File: src/cpuPkg.sv
// CPU shared definitions
package cpuPkg;

   localparam int dataWidth   = 32;
   localparam int addrWidth   = 16;
   localparam int regIdxWidth = 4;

   // Instruction field positions
   localparam int opcodeMsb = 31;
   localparam int opcodeLsb = 27;
   localparam int raMsb     = 26;
   localparam int raLsb     = 23;
   localparam int rbMsb     = 22;
   localparam int rbLsb     = 19;
   localparam int rcMsb     = 18;
   localparam int rcLsb     = 15;
   localparam int immMsb    = 18;

   // Codes above opHalt are illegal
   typedef enum logic [4:0] {
      opAdd  = 5'd0,
      opSub  = 5'd1,
      opAnd  = 5'd2,
      opOr   = 5'd3,
      opShl  = 5'd4,
      opShr  = 5'd5,
      opAddi = 5'd6,
      opAndi = 5'd7,
      opOri  = 5'd8,
      opLd   = 5'd9,
      opSt   = 5'd10,
      opHalt = 5'd11
   } opcodeT;

   typedef enum logic [2:0] {
      stepFetch,
      stepDecode,
      stepOperand,
      stepExecute,
      stepWrite,
      stepMem,
      stepHalted
   } stepT;

   typedef enum logic [2:0] {
      aluAdd,
      aluSub,
      aluAnd,
      aluOr,
      aluShl,
      aluShr
   } aluOpT;

endpackage
File: src/cpuTop.sv
// CPU core top level
`timescale 1ns/1ns

module cpuTop import cpuPkg::*; (
   input  logic                 Clock,
   input  logic                 rstN,
   output logic                 wbCyc,
   output logic                 wbStb,
   output logic                 wbWe,
   output logic [addrWidth-1:0] wbAdr,
   output logic [dataWidth-1:0] wbDatOut,
   input  logic [dataWidth-1:0] wbDatIn,
   input  logic                 wbAck,
   output logic                 halted,
   output logic                 illegalOp
);

   logic pcOut, mdrOut, rzOut, regOut, immOut;
   logic pcIn, irIn, ryIn, rzIn, marIn, mdrIn, regIn;
   logic incPc, memLoad, fetchPhase;
   logic [regIdxWidth-1:0] regSel;
   logic [dataWidth-1:0] irWord;
   aluOpT aluOp;

   controlSequencer seq (
      .Clock (Clock), .rstN (rstN), .irWord (irWord), .wbAck (wbAck),
      .wbCyc (wbCyc), .wbStb (wbStb), .wbWe (wbWe),
      .pcOut (pcOut), .mdrOut (mdrOut), .rzOut (rzOut), .regOut (regOut), .immOut (immOut),
      .pcIn (pcIn), .irIn (irIn), .ryIn (ryIn), .rzIn (rzIn),
      .marIn (marIn), .mdrIn (mdrIn), .regIn (regIn),
      .incPc (incPc), .regSel (regSel), .aluOp (aluOp), .memLoad (memLoad),
      .fetchPhase (fetchPhase), .halted (halted), .illegalOp (illegalOp)
   );

   busDatapath dp (
      .Clock (Clock), .rstN (rstN),
      .pcOut (pcOut), .mdrOut (mdrOut), .rzOut (rzOut), .regOut (regOut), .immOut (immOut),
      .pcIn (pcIn), .irIn (irIn), .ryIn (ryIn), .rzIn (rzIn),
      .marIn (marIn), .mdrIn (mdrIn), .regIn (regIn),
      .incPc (incPc), .regSel (regSel), .aluOp (aluOp),
      .memData (wbDatIn), .memLoad (memLoad), .fetchPhase (fetchPhase),
      .irWord (irWord), .memAdr (wbAdr), .memDataOut (wbDatOut)
   );

endmodule

File: src/controlSequencer.sv
// Instruction step sequencer
`timescale 1ns/1ns

module controlSequencer import cpuPkg::*; (
   input  logic                   Clock,
   input  logic                   rstN,
   input  logic [dataWidth-1:0]   irWord,
   input  logic                   wbAck,
   output logic                   wbCyc,
   output logic                   wbStb,
   output logic                   wbWe,
   output logic                   pcOut,
   output logic                   mdrOut,
   output logic                   rzOut,
   output logic                   regOut,
   output logic                   immOut,
   output logic                   pcIn,
   output logic                   irIn,
   output logic                   ryIn,
   output logic                   rzIn,
   output logic                   marIn,
   output logic                   mdrIn,
   output logic                   regIn,
   output logic                   incPc,
   output logic [regIdxWidth-1:0] regSel,
   output aluOpT                  aluOp,
   output logic                   memLoad,
   output logic                   fetchPhase,
   output logic                   halted,
   output logic                   illegalOp
);

   stepT step;
   stepT stepNext;
   opcodeT opcode;
   logic [regIdxWidth-1:0] ra;
   logic [regIdxWidth-1:0] rb;
   logic [regIdxWidth-1:0] rc;
   logic reqActive;
   logic ackIn;
   logic isLegal;
   logic isHalt;
   logic isImm;
   logic isLoad;
   logic isStore;

   assign opcode = opcodeT'(irWord[opcodeMsb:opcodeLsb]);
   assign ra     = irWord[raMsb:raLsb];
   assign rb     = irWord[rbMsb:rbLsb];
   assign rc     = irWord[rcMsb:rcLsb];

   // Acks outside a request are ignored
   assign ackIn = wbAck & reqActive;

   always_comb begin
      isLegal = 1'b1;
      isHalt  = 1'b0;
      isImm   = 1'b0;
      isLoad  = 1'b0;
      isStore = 1'b0;
      aluOp   = aluAdd;
      case (opcode)
         opAdd:  aluOp = aluAdd;
         opSub:  aluOp = aluSub;
         opAnd:  aluOp = aluAnd;
         opOr:   aluOp = aluOr;
         opShl:  aluOp = aluShl;
         opShr:  aluOp = aluShr;
         opAddi: isImm = 1'b1;
         opAndi: begin
            aluOp = aluAnd;
            isImm = 1'b1;
         end
         opOri: begin
            aluOp = aluOr;
            isImm = 1'b1;
         end
         // Address is base plus immediate
         opLd: begin
            isImm  = 1'b1;
            isLoad = 1'b1;
         end
         opSt: begin
            isImm   = 1'b1;
            isStore = 1'b1;
         end
         opHalt:  isHalt = 1'b1;
         default: isLegal = 1'b0;
      endcase
   end

   always_comb begin
      stepNext = step;
      case (step)
         stepFetch:   if (ackIn) stepNext = stepDecode;
         stepDecode:  stepNext = (isLegal && !isHalt) ? stepOperand : stepHalted;
         stepOperand: stepNext = (isLoad || isStore) ? stepExecute : stepWrite;
         stepExecute: stepNext = stepMem;
         stepWrite:   stepNext = stepFetch;
         stepMem:     if (ackIn) stepNext = stepFetch;
         default:     stepNext = stepHalted;
      endcase
   end

   // Request is registered so it drops the cycle after the ack edge
   always_ff @(posedge Clock or negedge rstN) begin
      if (!rstN) begin
         step      <= stepFetch;
         reqActive <= 1'b0;
         wbWe      <= 1'b0;
         illegalOp <= 1'b0;
      end
      else begin
         step      <= stepNext;
         reqActive <= ((stepNext == stepFetch) || (stepNext == stepMem)) && !ackIn;
         wbWe      <= (stepNext == stepMem) && isStore;
         if ((step == stepDecode) && !isLegal) begin
            illegalOp <= 1'b1;
         end
      end
   end

   always_comb begin
      rzOut   = 1'b0;
      regOut  = 1'b0;
      immOut  = 1'b0;
      irIn    = 1'b0;
      ryIn    = 1'b0;
      rzIn    = 1'b0;
      marIn   = 1'b0;
      mdrIn   = 1'b0;
      regIn   = 1'b0;
      incPc   = 1'b0;
      memLoad = 1'b0;
      regSel  = ra;
      case (step)
         stepFetch: begin
            irIn    = ackIn;
            incPc   = ackIn;
            memLoad = ackIn;
         end
         stepDecode: begin
            // Base or first operand into RY
            regSel = rb;
            regOut = isLegal && !isHalt;
            ryIn   = isLegal && !isHalt;
         end
         stepOperand: begin
            rzIn   = 1'b1;
            immOut = isImm;
            regOut = !isImm;
            regSel = rc;
         end
         stepExecute: begin
            marIn  = 1'b1;
            regOut = isStore;
            mdrIn  = isStore;
         end
         stepWrite: begin
            rzOut = 1'b1;
            regIn = 1'b1;
         end
         stepMem: begin
            memLoad = isLoad && ackIn;
            regIn   = isLoad && ackIn;
         end
         default: begin
            regSel = ra;
         end
      endcase
   end

   // No branches, so PC and MDR never drive the bus and PC never loads
   assign pcOut  = 1'b0;
   assign mdrOut = 1'b0;
   assign pcIn   = 1'b0;

   assign wbCyc      = reqActive;
   assign wbStb      = reqActive;
   assign fetchPhase = (step == stepFetch);
   assign halted     = (step == stepHalted);

endmodule

File: src/busDatapath.sv
// Single bus datapath
`timescale 1ns/1ns

module busDatapath import cpuPkg::*; (
   input  logic                   Clock,
   input  logic                   rstN,
   input  logic                   pcOut,
   input  logic                   mdrOut,
   input  logic                   rzOut,
   input  logic                   regOut,
   input  logic                   immOut,
   input  logic                   pcIn,
   input  logic                   irIn,
   input  logic                   ryIn,
   input  logic                   rzIn,
   input  logic                   marIn,
   input  logic                   mdrIn,
   input  logic                   regIn,
   input  logic                   incPc,
   input  logic [regIdxWidth-1:0] regSel,
   input  aluOpT                  aluOp,
   input  logic [dataWidth-1:0]   memData,
   input  logic                   memLoad,
   input  logic                   fetchPhase,
   output logic [dataWidth-1:0]   irWord,
   output logic [addrWidth-1:0]   memAdr,
   output logic [dataWidth-1:0]   memDataOut
);

   logic [addrWidth-1:0] pc;
   logic [addrWidth-1:0] mar;
   logic [dataWidth-1:0] ir;
   logic [dataWidth-1:0] ry;
   logic [dataWidth-1:0] rz;
   logic [dataWidth-1:0] mdr;
   logic [dataWidth-1:0] busVal;
   logic [dataWidth-1:0] immExt;
   logic [dataWidth-1:0] regData;
   logic [dataWidth-1:0] aluResult;
   logic [dataWidth-1:0] loadData;

   // Sign extend the 19-bit immediate field
   assign immExt = {{(dataWidth - immMsb - 1){ir[immMsb]}}, ir[immMsb:0]};

   // One-hot sources, bus reads zero when idle
   assign busVal = ({dataWidth{pcOut}}  & {{(dataWidth - addrWidth){1'b0}}, pc})
                 | ({dataWidth{mdrOut}} & mdr)
                 | ({dataWidth{rzOut}}  & rz)
                 | ({dataWidth{regOut}} & regData)
                 | ({dataWidth{immOut}} & immExt);

   // Memory word replaces the bus at fetch and load acks
   assign loadData = memLoad ? memData : busVal;

   always_ff @(posedge Clock or negedge rstN) begin
      if (!rstN) begin
         pc <= '0;
      end
      else if (pcIn) begin
         pc <= busVal[addrWidth-1:0];
      end
      else if (incPc) begin
         pc <= pc + 1'b1;
      end
   end

   always_ff @(posedge Clock) begin
      if (irIn) begin
         ir <= loadData;
      end
      if (ryIn) begin
         ry <= busVal;
      end
      if (rzIn) begin
         rz <= aluResult;
      end
      // MAR takes RZ directly so the bus is free for the store data
      if (marIn) begin
         mar <= rz[addrWidth-1:0];
      end
      if (mdrIn) begin
         mdr <= busVal;
      end
   end

   regFile regs (
      .Clock     (Clock),
      .rstN      (rstN),
      .regSel    (regSel),
      .writeEn   (regIn),
      .writeData (loadData),
      .readData  (regData)
   );

   // RY is operand A, the bus is operand B
   aluUnit alu (
      .aluOp  (aluOp),
      .opA    (ry),
      .opB    (busVal),
      .result (aluResult)
   );

   assign irWord     = ir;
   assign memAdr     = fetchPhase ? pc : mar;
   assign memDataOut = mdr;

endmodule

File: src/aluUnit.sv
// Arithmetic and logic unit
`timescale 1ns/1ns

module aluUnit import cpuPkg::*; (
   input  aluOpT                aluOp,
   input  logic [dataWidth-1:0] opA,
   input  logic [dataWidth-1:0] opB,
   output logic [dataWidth-1:0] result
);

   logic [4:0] shiftAmt;

   // Only the low five bits count for shifts
   assign shiftAmt = opB[4:0];

   always_comb begin
      case (aluOp)
         aluAdd: begin
            result = opA + opB;
         end
         aluSub: begin
            // Wraps modulo 2^32
            result = opA - opB;
         end
         aluAnd: begin
            result = opA & opB;
         end
         aluOr: begin
            result = opA | opB;
         end
         aluShl: begin
            result = opA << shiftAmt;
         end
         aluShr: begin
            // Logical, zeros shifted in
            result = opA >> shiftAmt;
         end
         default: begin
            result = '0;
         end
      endcase
   end

endmodule

File: src/regFile.sv
// General register file
`timescale 1ns/1ns

module regFile import cpuPkg::*; (
   input  logic                   Clock,
   input  logic                   rstN,
   input  logic [regIdxWidth-1:0] regSel,
   input  logic                   writeEn,
   input  logic [dataWidth-1:0]   writeData,
   output logic [dataWidth-1:0]   readData
);

   logic [dataWidth-1:0] regs [2**regIdxWidth];

   // Register 0 keeps its reset value, writes are dropped
   always_ff @(posedge Clock or negedge rstN) begin
      if (!rstN) begin
         for (int i = 0; i < 2**regIdxWidth; i++) begin
            regs[i] <= '0;
         end
      end
      else if (writeEn && (regSel != '0)) begin
         regs[regSel] <= writeData;
      end
   end

   // Combinational read, same index as the write port
   always_comb begin
      if (regSel == '0) begin
         readData = '0;
      end
      else begin
         readData = regs[regSel];
      end
   end

endmodule

File: config.mk
export PLATFORM = sky130hd
export DESIGN_NAME = cpuTop
export DESIGN_NICKNAME = d
export VERILOG_FILES = /design/src/cpuPkg.sv /design/src/cpuTop.sv /design/src/controlSequencer.sv /design/src/busDatapath.sv /design/src/aluUnit.sv /design/src/regFile.sv
export SDC_FILE = /design/constraint.sdc
export NUM_CORES = 2
export LEC_CHECK = 0
export BUFFER_PORTS_ARGS = -buffer_cell sky130_fd_sc_hd__clkbuf_2
export CORE_UTILIZATION = 60
export CTS_BUF_LIST = sky130_fd_sc_hd__clkbuf_4
export CTS_CLUSTER_SIZE = 10
export DETAILED_ROUTE_END_ITERATION = 16
export PLACE_DENSITY = 0.78
export SLEW_MARGIN = 10
export SYNTH_ARGS = -nofsm -noshare
export SYNTH_HDL_FRONTEND = slang
export SYNTH_SLANG_ARGS = --single-unit
File: constraint.sdc
create_clock -name Clock -period 7 [get_ports Clock]
set_input_delay 0 -clock Clock [delete_from_list [all_inputs] [get_ports Clock]]
set_output_delay 0 -clock Clock [all_outputs]
set_load 0.005 [all_outputs]
# Word level (Yosys, flattened, before mapping)
# Cells that the tools add are included.
[word_totals] ff_bits=678 in_bits=35 output_inout_bits=53
[classes] muxes=32 n_shift=2 n_addsub=3 n_lt_le_gt_ge=2 n_reduce_logical=23 bitwise=9 n_eq_ne=23
[ops] op="512-bit bitwise mux" count=1
[ops] op="32-bit one-hot mux with 6 select lines" count=1
[ops] op="32-bit 2-to-1 mux" count=5
[ops] op="32-bit AND" count=4
[ops] op="32-bit binary-select mux with 4-bit select" count=1
[ops] op="32-bit demux with 4-bit select" count=1
[ops] op="32-bit bitwise OR" count=3
[ops] op="32-bit adder" count=1
[ops] op="32-bit by 5-bit left shift with 32-bit output" count=1
[ops] op="32-bit by 5-bit right shift with 32-bit output" count=1
[ops] op="32-bit subtractor" count=1
[ops] op="5-bit by 3-bit == test with 1-bit output, second input constant" count=4
[ops] op="5-bit by 4-bit == test with 1-bit output, second input constant" count=4
[ops] op="3-bit == test, second input constant" count=6
[ops] op="3-bit one-hot mux with 6 select lines" count=1
[ops] op="16-bit by 1-bit adder with 16-bit output, second input constant" count=1
[ops] op="16-bit 2-to-1 mux" count=1
[ops] op="3-bit one-hot mux with 5 select lines" count=1
[ops] op="3-bit by 2-bit == test with 1-bit output, second input constant" count=4
[ops] op="1-bit 2-to-1 mux" count=12
[ops] op="3-bit 2-to-1 mux" count=4
[ops] op="12-bit OR reduction" count=1
[ops] op="5-bit by 2-bit == test with 1-bit output, second input constant" count=2
[ops] op="3-bit logical NOT" count=3
[ops] op="17 further kinds" count=30

# Longest topological paths before layout
[depth] word_depth=12 mapped_depth=34 ltp_nobuf=27

# Modules after synthesis
# A second synthesis with hierarchy kept.
[unflattened] cells_unflattened=2913 area_unflattened_um2=36446.2
[modules_own_cells] module="regFile" n_inst=1 seq_area_each_um2=12011.5 area_per_inst_um2=22252.6 cells_each=1439
[modules_own_cells] module="aluUnit" n_inst=1 seq_area_each_um2=0.0 area_per_inst_um2=6914.1 cells_each=947
[modules_own_cells] module="busDatapath" n_inst=1 seq_area_each_um2=4724.5 area_per_inst_um2=6506.2 cells_each=411
[modules_own_cells] module="controlSequencer" n_inst=1 seq_area_each_um2=150.1 area_per_inst_um2=773.2 cells_each=116

# Least setup slack after synthesis
# Ideal clock, no wire load.
[synth_timing] kind="reg2reg" start="register seq.step[2]" end="register dp.rz[28] (data pin)" synth_period_minus_slack_ns=6.369 setup_slack_ns=0.631 setup_time_ns=0.270 required_ns=6.730 stages_incl_launch_ff=32 arrival_time_ns=6.099 path_cell_list="dfrtp_1 > buf_6 > o21ai_0 > a32oi_2 > and2_1 > buf_4 > nor3_4 > a32oi_1 > and4b_1 > a221o_1 > inv_2 > buf_2 > buf_4 > buf_2 > ha_1 > nand2_1 > nor3_2 > inv_1 > o21ai_0 > xor2_1 > ha_1 > a21o_1 > a21oi_1 > o21ai_0 > a211oi_1 > o211a_1 > o21ai_0 > a31o_2 > a21o_1 > a21oi_1 > xor2_1 > o211ai_1"
[synth_between] elab_chain_len=12
[synth_lines] element="start, declared" line="controlSequencer.sv:33" rtl="stepT step;"
[synth_lines] element="start signal, assigned" line="controlSequencer.sv:108" rtl="step <= stepFetch;"
[synth_lines] element="start signal, assigned" line="controlSequencer.sv:114" rtl="step <= stepNext;"
[synth_lines] element="3-bit by 2-bit == test with 1-bit output or 3-bit by 1-bit == test with 1-bit output (tied branches)" line="controlSequencer.sv:136" rtl="case (step)"
[synth_lines] element="4-bit one-hot mux with 2 select lines" line="controlSequencer.sv:136"
[synth_lines] element="4-bit NOT with 5-bit output (not written as such)" line="regFile.sv:33" rtl="readData = regs[regSel];"
[synth_lines] element="32-bit binary-select mux with 4-bit select" line="regFile.sv:33"
[synth_lines] element="32-bit 2-to-1 mux (not written as such) (2 in series)" line="regFile.sv:33"
[synth_lines] element="32-bit 2-to-1 mux" line="regFile.sv:29" rtl="if (regSel == '0) begin"
[synth_lines] element="32-bit AND" line="busDatapath.sv:49" rtl="| ({dataWidth{regOut}} & regData)"
[synth_lines] element="32-bit bitwise OR" line="busDatapath.sv:49"
[synth_lines] element="32-bit bitwise OR (*)" line="busDatapath.sv:50" rtl="| ({dataWidth{immOut}} & immExt);"
[synth_lines] element="32-bit subtractor, or another cell as far along" line="aluUnit.sv:23" rtl="result = opA - opB;"
[synth_lines] element="32-bit one-hot mux with 6 select lines (*)" line="aluUnit.sv:17" rtl="case (aluOp)"
[synth_lines] element="end signal, assigned" line="busDatapath.sv:75" rtl="rz <= aluResult;"
[synth_lines] element="end, declared" line="busDatapath.sv:34" rtl="logic [dataWidth-1:0] rz;"
# Mark *: on every way between the ends. The rest lies on a longest branch, timed or not. The select of a mux whose other input is x is not followed.
# A chain may end at the register's enable or synchronous reset.

# Worst setup path in the final report
[layout_timing] start="register seq.step[1]" end="register dp.rz[28] (data pin)"
# The elaborated chain is that of the path after synthesis.

==> flow_metrics.py <==
metrics = {
    "run_status": {
        "status": "complete, no violations",
    },
    "sta": {
        "setup_viol": 0,
        "drv_slew": 0,
        "hold_viol": 0,
        "tightest_slew_ps": 1230,
        "fmax_mhz": 145,
        "skew_ps": 46.6,
        "fin_crit_sh": 0.986,
        "fin_crit_ps": 6900,
        "relSlewSlack": 0.178,
        "rsz0062_at_grt": "true",
    },
    "setup_path": {
        "cp-start-kind": "flop",
        "path_max_fanout": 17,
        "rr_startpoint": "seq.step[1]$_DFF_PN0_",
        "critPathCaptureType": "flop",
        "crit_path_start": "seq.step[1]$_DFF_PN0_",
        "worst_ep_arrival_time_ps": 7680,
        "crit_required_ps": 7770,
        "path_class": "flop to flop",
    },
    "clocking": {
        "cts_tree": "yes",
        "insertion_delay_ps": 1040,
        "clk_pin_slew_worst_paths_ps": 80,
        "clock_sinks": 678,
        "cts_root_buffer": "clkbuf_4",
        "cts_made_buffers": 173,
        "htreeDepth": 4,
        "clockBufferDepth": 3,
    },
    "route": {
        "drt_first_pass_iters": 8,
        "vias": 31300,
        "antenna_left": 0,
        "wl_um": 123000,
        "drtIter0Drc": 4269,
        "drc": 0,
        "wire_per_inst_um": 25.3,
        "vias_per_cell": 6.44,
    },
    "global_routing": {
        "antenna_found_initial": 8,
        "grt_max_degree": 160,
        "use_met1": 0.567,
        "grt_first_pass_wirelength_um": 185000,
        "overflow": 0,
        "grt_usage": 0.411,
        "busiest_layer": "met2",
        "grtUsageMet2": 0.609,
        "grtUsageMet3": 0.0910,
        "grt_pass1_vias": 30000,
    },
    "synth": {
        "synth_enable_flop_cells": 144,
        "yosys_warnings": 0,
        "synth_nets": 3871,
        "synth_flop_cell": "dfrtp_1",
        "async_flop_share": 0.788,
        "synthTopCellsByArea": "dfrtp_1, edfxtp_1, nand2_1, o21ai_0, mux2i_1",
        "synthDistinctLibCells": 105,
        "syn_area_per_cell_um2": 9.32,
        "seq_area_frac_synth": 0.501,
        "syn_inst": 3788,
        "ys_seq_elements": 678,
        "netlist_area_mm2": 0.0353,
        "synth_top_area_frac": 0.379,
        "yosysTopAreaCell": "dfrtp_1",
    },
    "final_layout": {
        "drive_gt1_frac": 0.170,
        "final_common_cell": "nand2_1",
        "fin_cells": 4866,
        "final_cell_mix": "nand2_1, o21ai_0, dfrtp_1",
        "syn_to_final_growth_pct": 13.0,
        "fillers": 4579,
        "nets": 4052,
    },
    "run": {
        "max-cap-violations": 0,
    },
    "floorplan": {
        "start_util": 0.609,
        "rows": 88,
        "die_w_um": 245,
        "design.core.area_mm2": 0.0579,
        "die_y_um": 245,
        "ioPinCount": 88,
        "dieArea_mm2": 0.0598,
    },
    "placement": {
        "routabilityCongestion": 1.03,
        "dp_cells": 4490,
        "numPortBuffers": 87,
        "dp_hpwl_um": 79900,
    },
    "hold_path": {
        "hp-start": "wbAck",
        "hold_path.class": "primary input to flop",
    },
}
==> synthesized netlist by cell type (10+ instances only) <==
cell type / n
nand2_1: 919
o21ai_0: 565
dfrtp_1: 534
clkbuf_1: 215
mux2i_1: 190
edfxtp_1: 144
nand3_1: 131
nor2_1: 96
a21oi_1: 82
inv_1: 66
mux2_2: 60
xnor2_1: 54
buf_2: 53
and3_1: 49
ha_1: 47
o22ai_1: 44
a211oi_1: 36
a22oi_1: 36
a31oi_1: 34
maj3_1: 31
nand4_1: 29
xor2_1: 20
nor3_1: 19
buf_1: 18
a32oi_1: 17
a21o_1: 15
o211ai_1: 15
o221ai_1: 14
a222oi_1: 13
buf_6: 12
nand2b_1: 12
a2111oi_0: 11
and4_1: 11
buf_4: 10
==> path summary, 6_finish.rpt <==
kind                                            endpoint  cells past startpoint  slack, ps
max reg2reg                      dp.rz[28]$_SDFFCE_PN0N_                     27        100
max                              dp.rz[28]$_SDFFCE_PN0N_                     27        100
min in group asynchronous  dp.regs.regs[453]$_DFFE_PN0P_                      4        210
min                                  seq.wbCyc$_DFF_PN0_                      4         80
min reg2reg                dp.regs.regs[496]$_DFFE_PN0P_                      0        380
max in group asynchronous    dp.regs.regs[3]$_DFFE_PN0P_                      4       5900
==> critical path: stages, from the launching register on <==
cell and delay, ps:
dfrtp_2 490, buf_4 240, nand2_1 130, o211a_1 260, nor2_4 250, buf_6 260
mux2i_1 120, a22oi_1 360, nand4_1 290, o21ai_4 340, inv_4 80, ha_1 290
a21oi_1 120, fa_1 430, a21oi_1 220, o21ai_0 170, a2111oi_2 470, buf_4 190
o31ai_2 120, a211oi_1 290, buf_4 180, o211a_1 210, o21ai_0 170, a31o_2 320
a21o_1 180, a21oi_1 180, xor2_1 180, o211ai_1 90
==> registers in the layout, summed over array words and instances, names as in the netlist, 3 cells and up <==
name	count
dp.irWord	32
dp.rz	32
dp.pc	16
dp.regs.regs	512
dp.ry	32
seq.step	3
dp.memDataOut	32
dp.mar	16
==> layer usage <==
metal	up-vias	share of wire
met2	1999	0.44
met1	15000	0.40
met3	419	0.11
li1	13900	-
met5	-	0.00060
met4	12	0.054
==> kinds of logic (layout without fill, tap and decap cells) <==
logic type / count (synthesis) / in the layout / synth area share
adders and majority gates: 79 / 79 / 0.0260
muxes: 251 / 251 / 0.0737
buffers and inverters: 382 / 685 / 0.0468
DFF: 678 / 678 / 0.501
and+or+nand+nor: 1322 / 1324 / 0.160
other: 0 / 6 / 0
AOI/OAI and AO/OA: 1002 / 1004 / 0.174
xor gates and xnor gates: 74 / 74 / 0.0184
==> final cells by class <==
class / instances / area (um2) / area share
clock buffer: 262 / 1970 / 0.0493
antenna: 6 / 15.0 / 0.000376
sequential: 678 / 17700 / 0.443
timing repair buffer: 312 / 2410 / 0.0605
tap: 765 / 957 / 0.0240
clock inverter: 39 / 358 / 0.00897
multi-input combinational: 2732 / 16200 / 0.407
inverter: 72 / 273 / 0.00684
==> stage by stage <==
step           TNS, ps  instance area, um2  utilization  hold WS, ps  setup WS (ps)
2_1_floorplan        0               35300            -         -296            631
3_3_place_gp     -69.7               36800        0.635          164          -43.2
3_5_place_dp      -225               36800        0.635          158           -159
4_1_cts              0               39700        0.685       0.0665           1.90
5_1_grt          -19.7               39900        0.689         44.4          -16.2
6_report             0               39900        0.689         83.5           95.0
==> timing repair <==
action	in CTS	in global routing
setup endpoints to repair	4	7
buffers inserted	1	12
hold buffers	51	0
pin swaps	1	9
endpoints found under the hold margin	1075	0
resized for setup	5	22
gates cloned	0	5
Power is not shown: default switching activity piles up to over one toggle a cycle in this logic, so the estimate is an artifact.
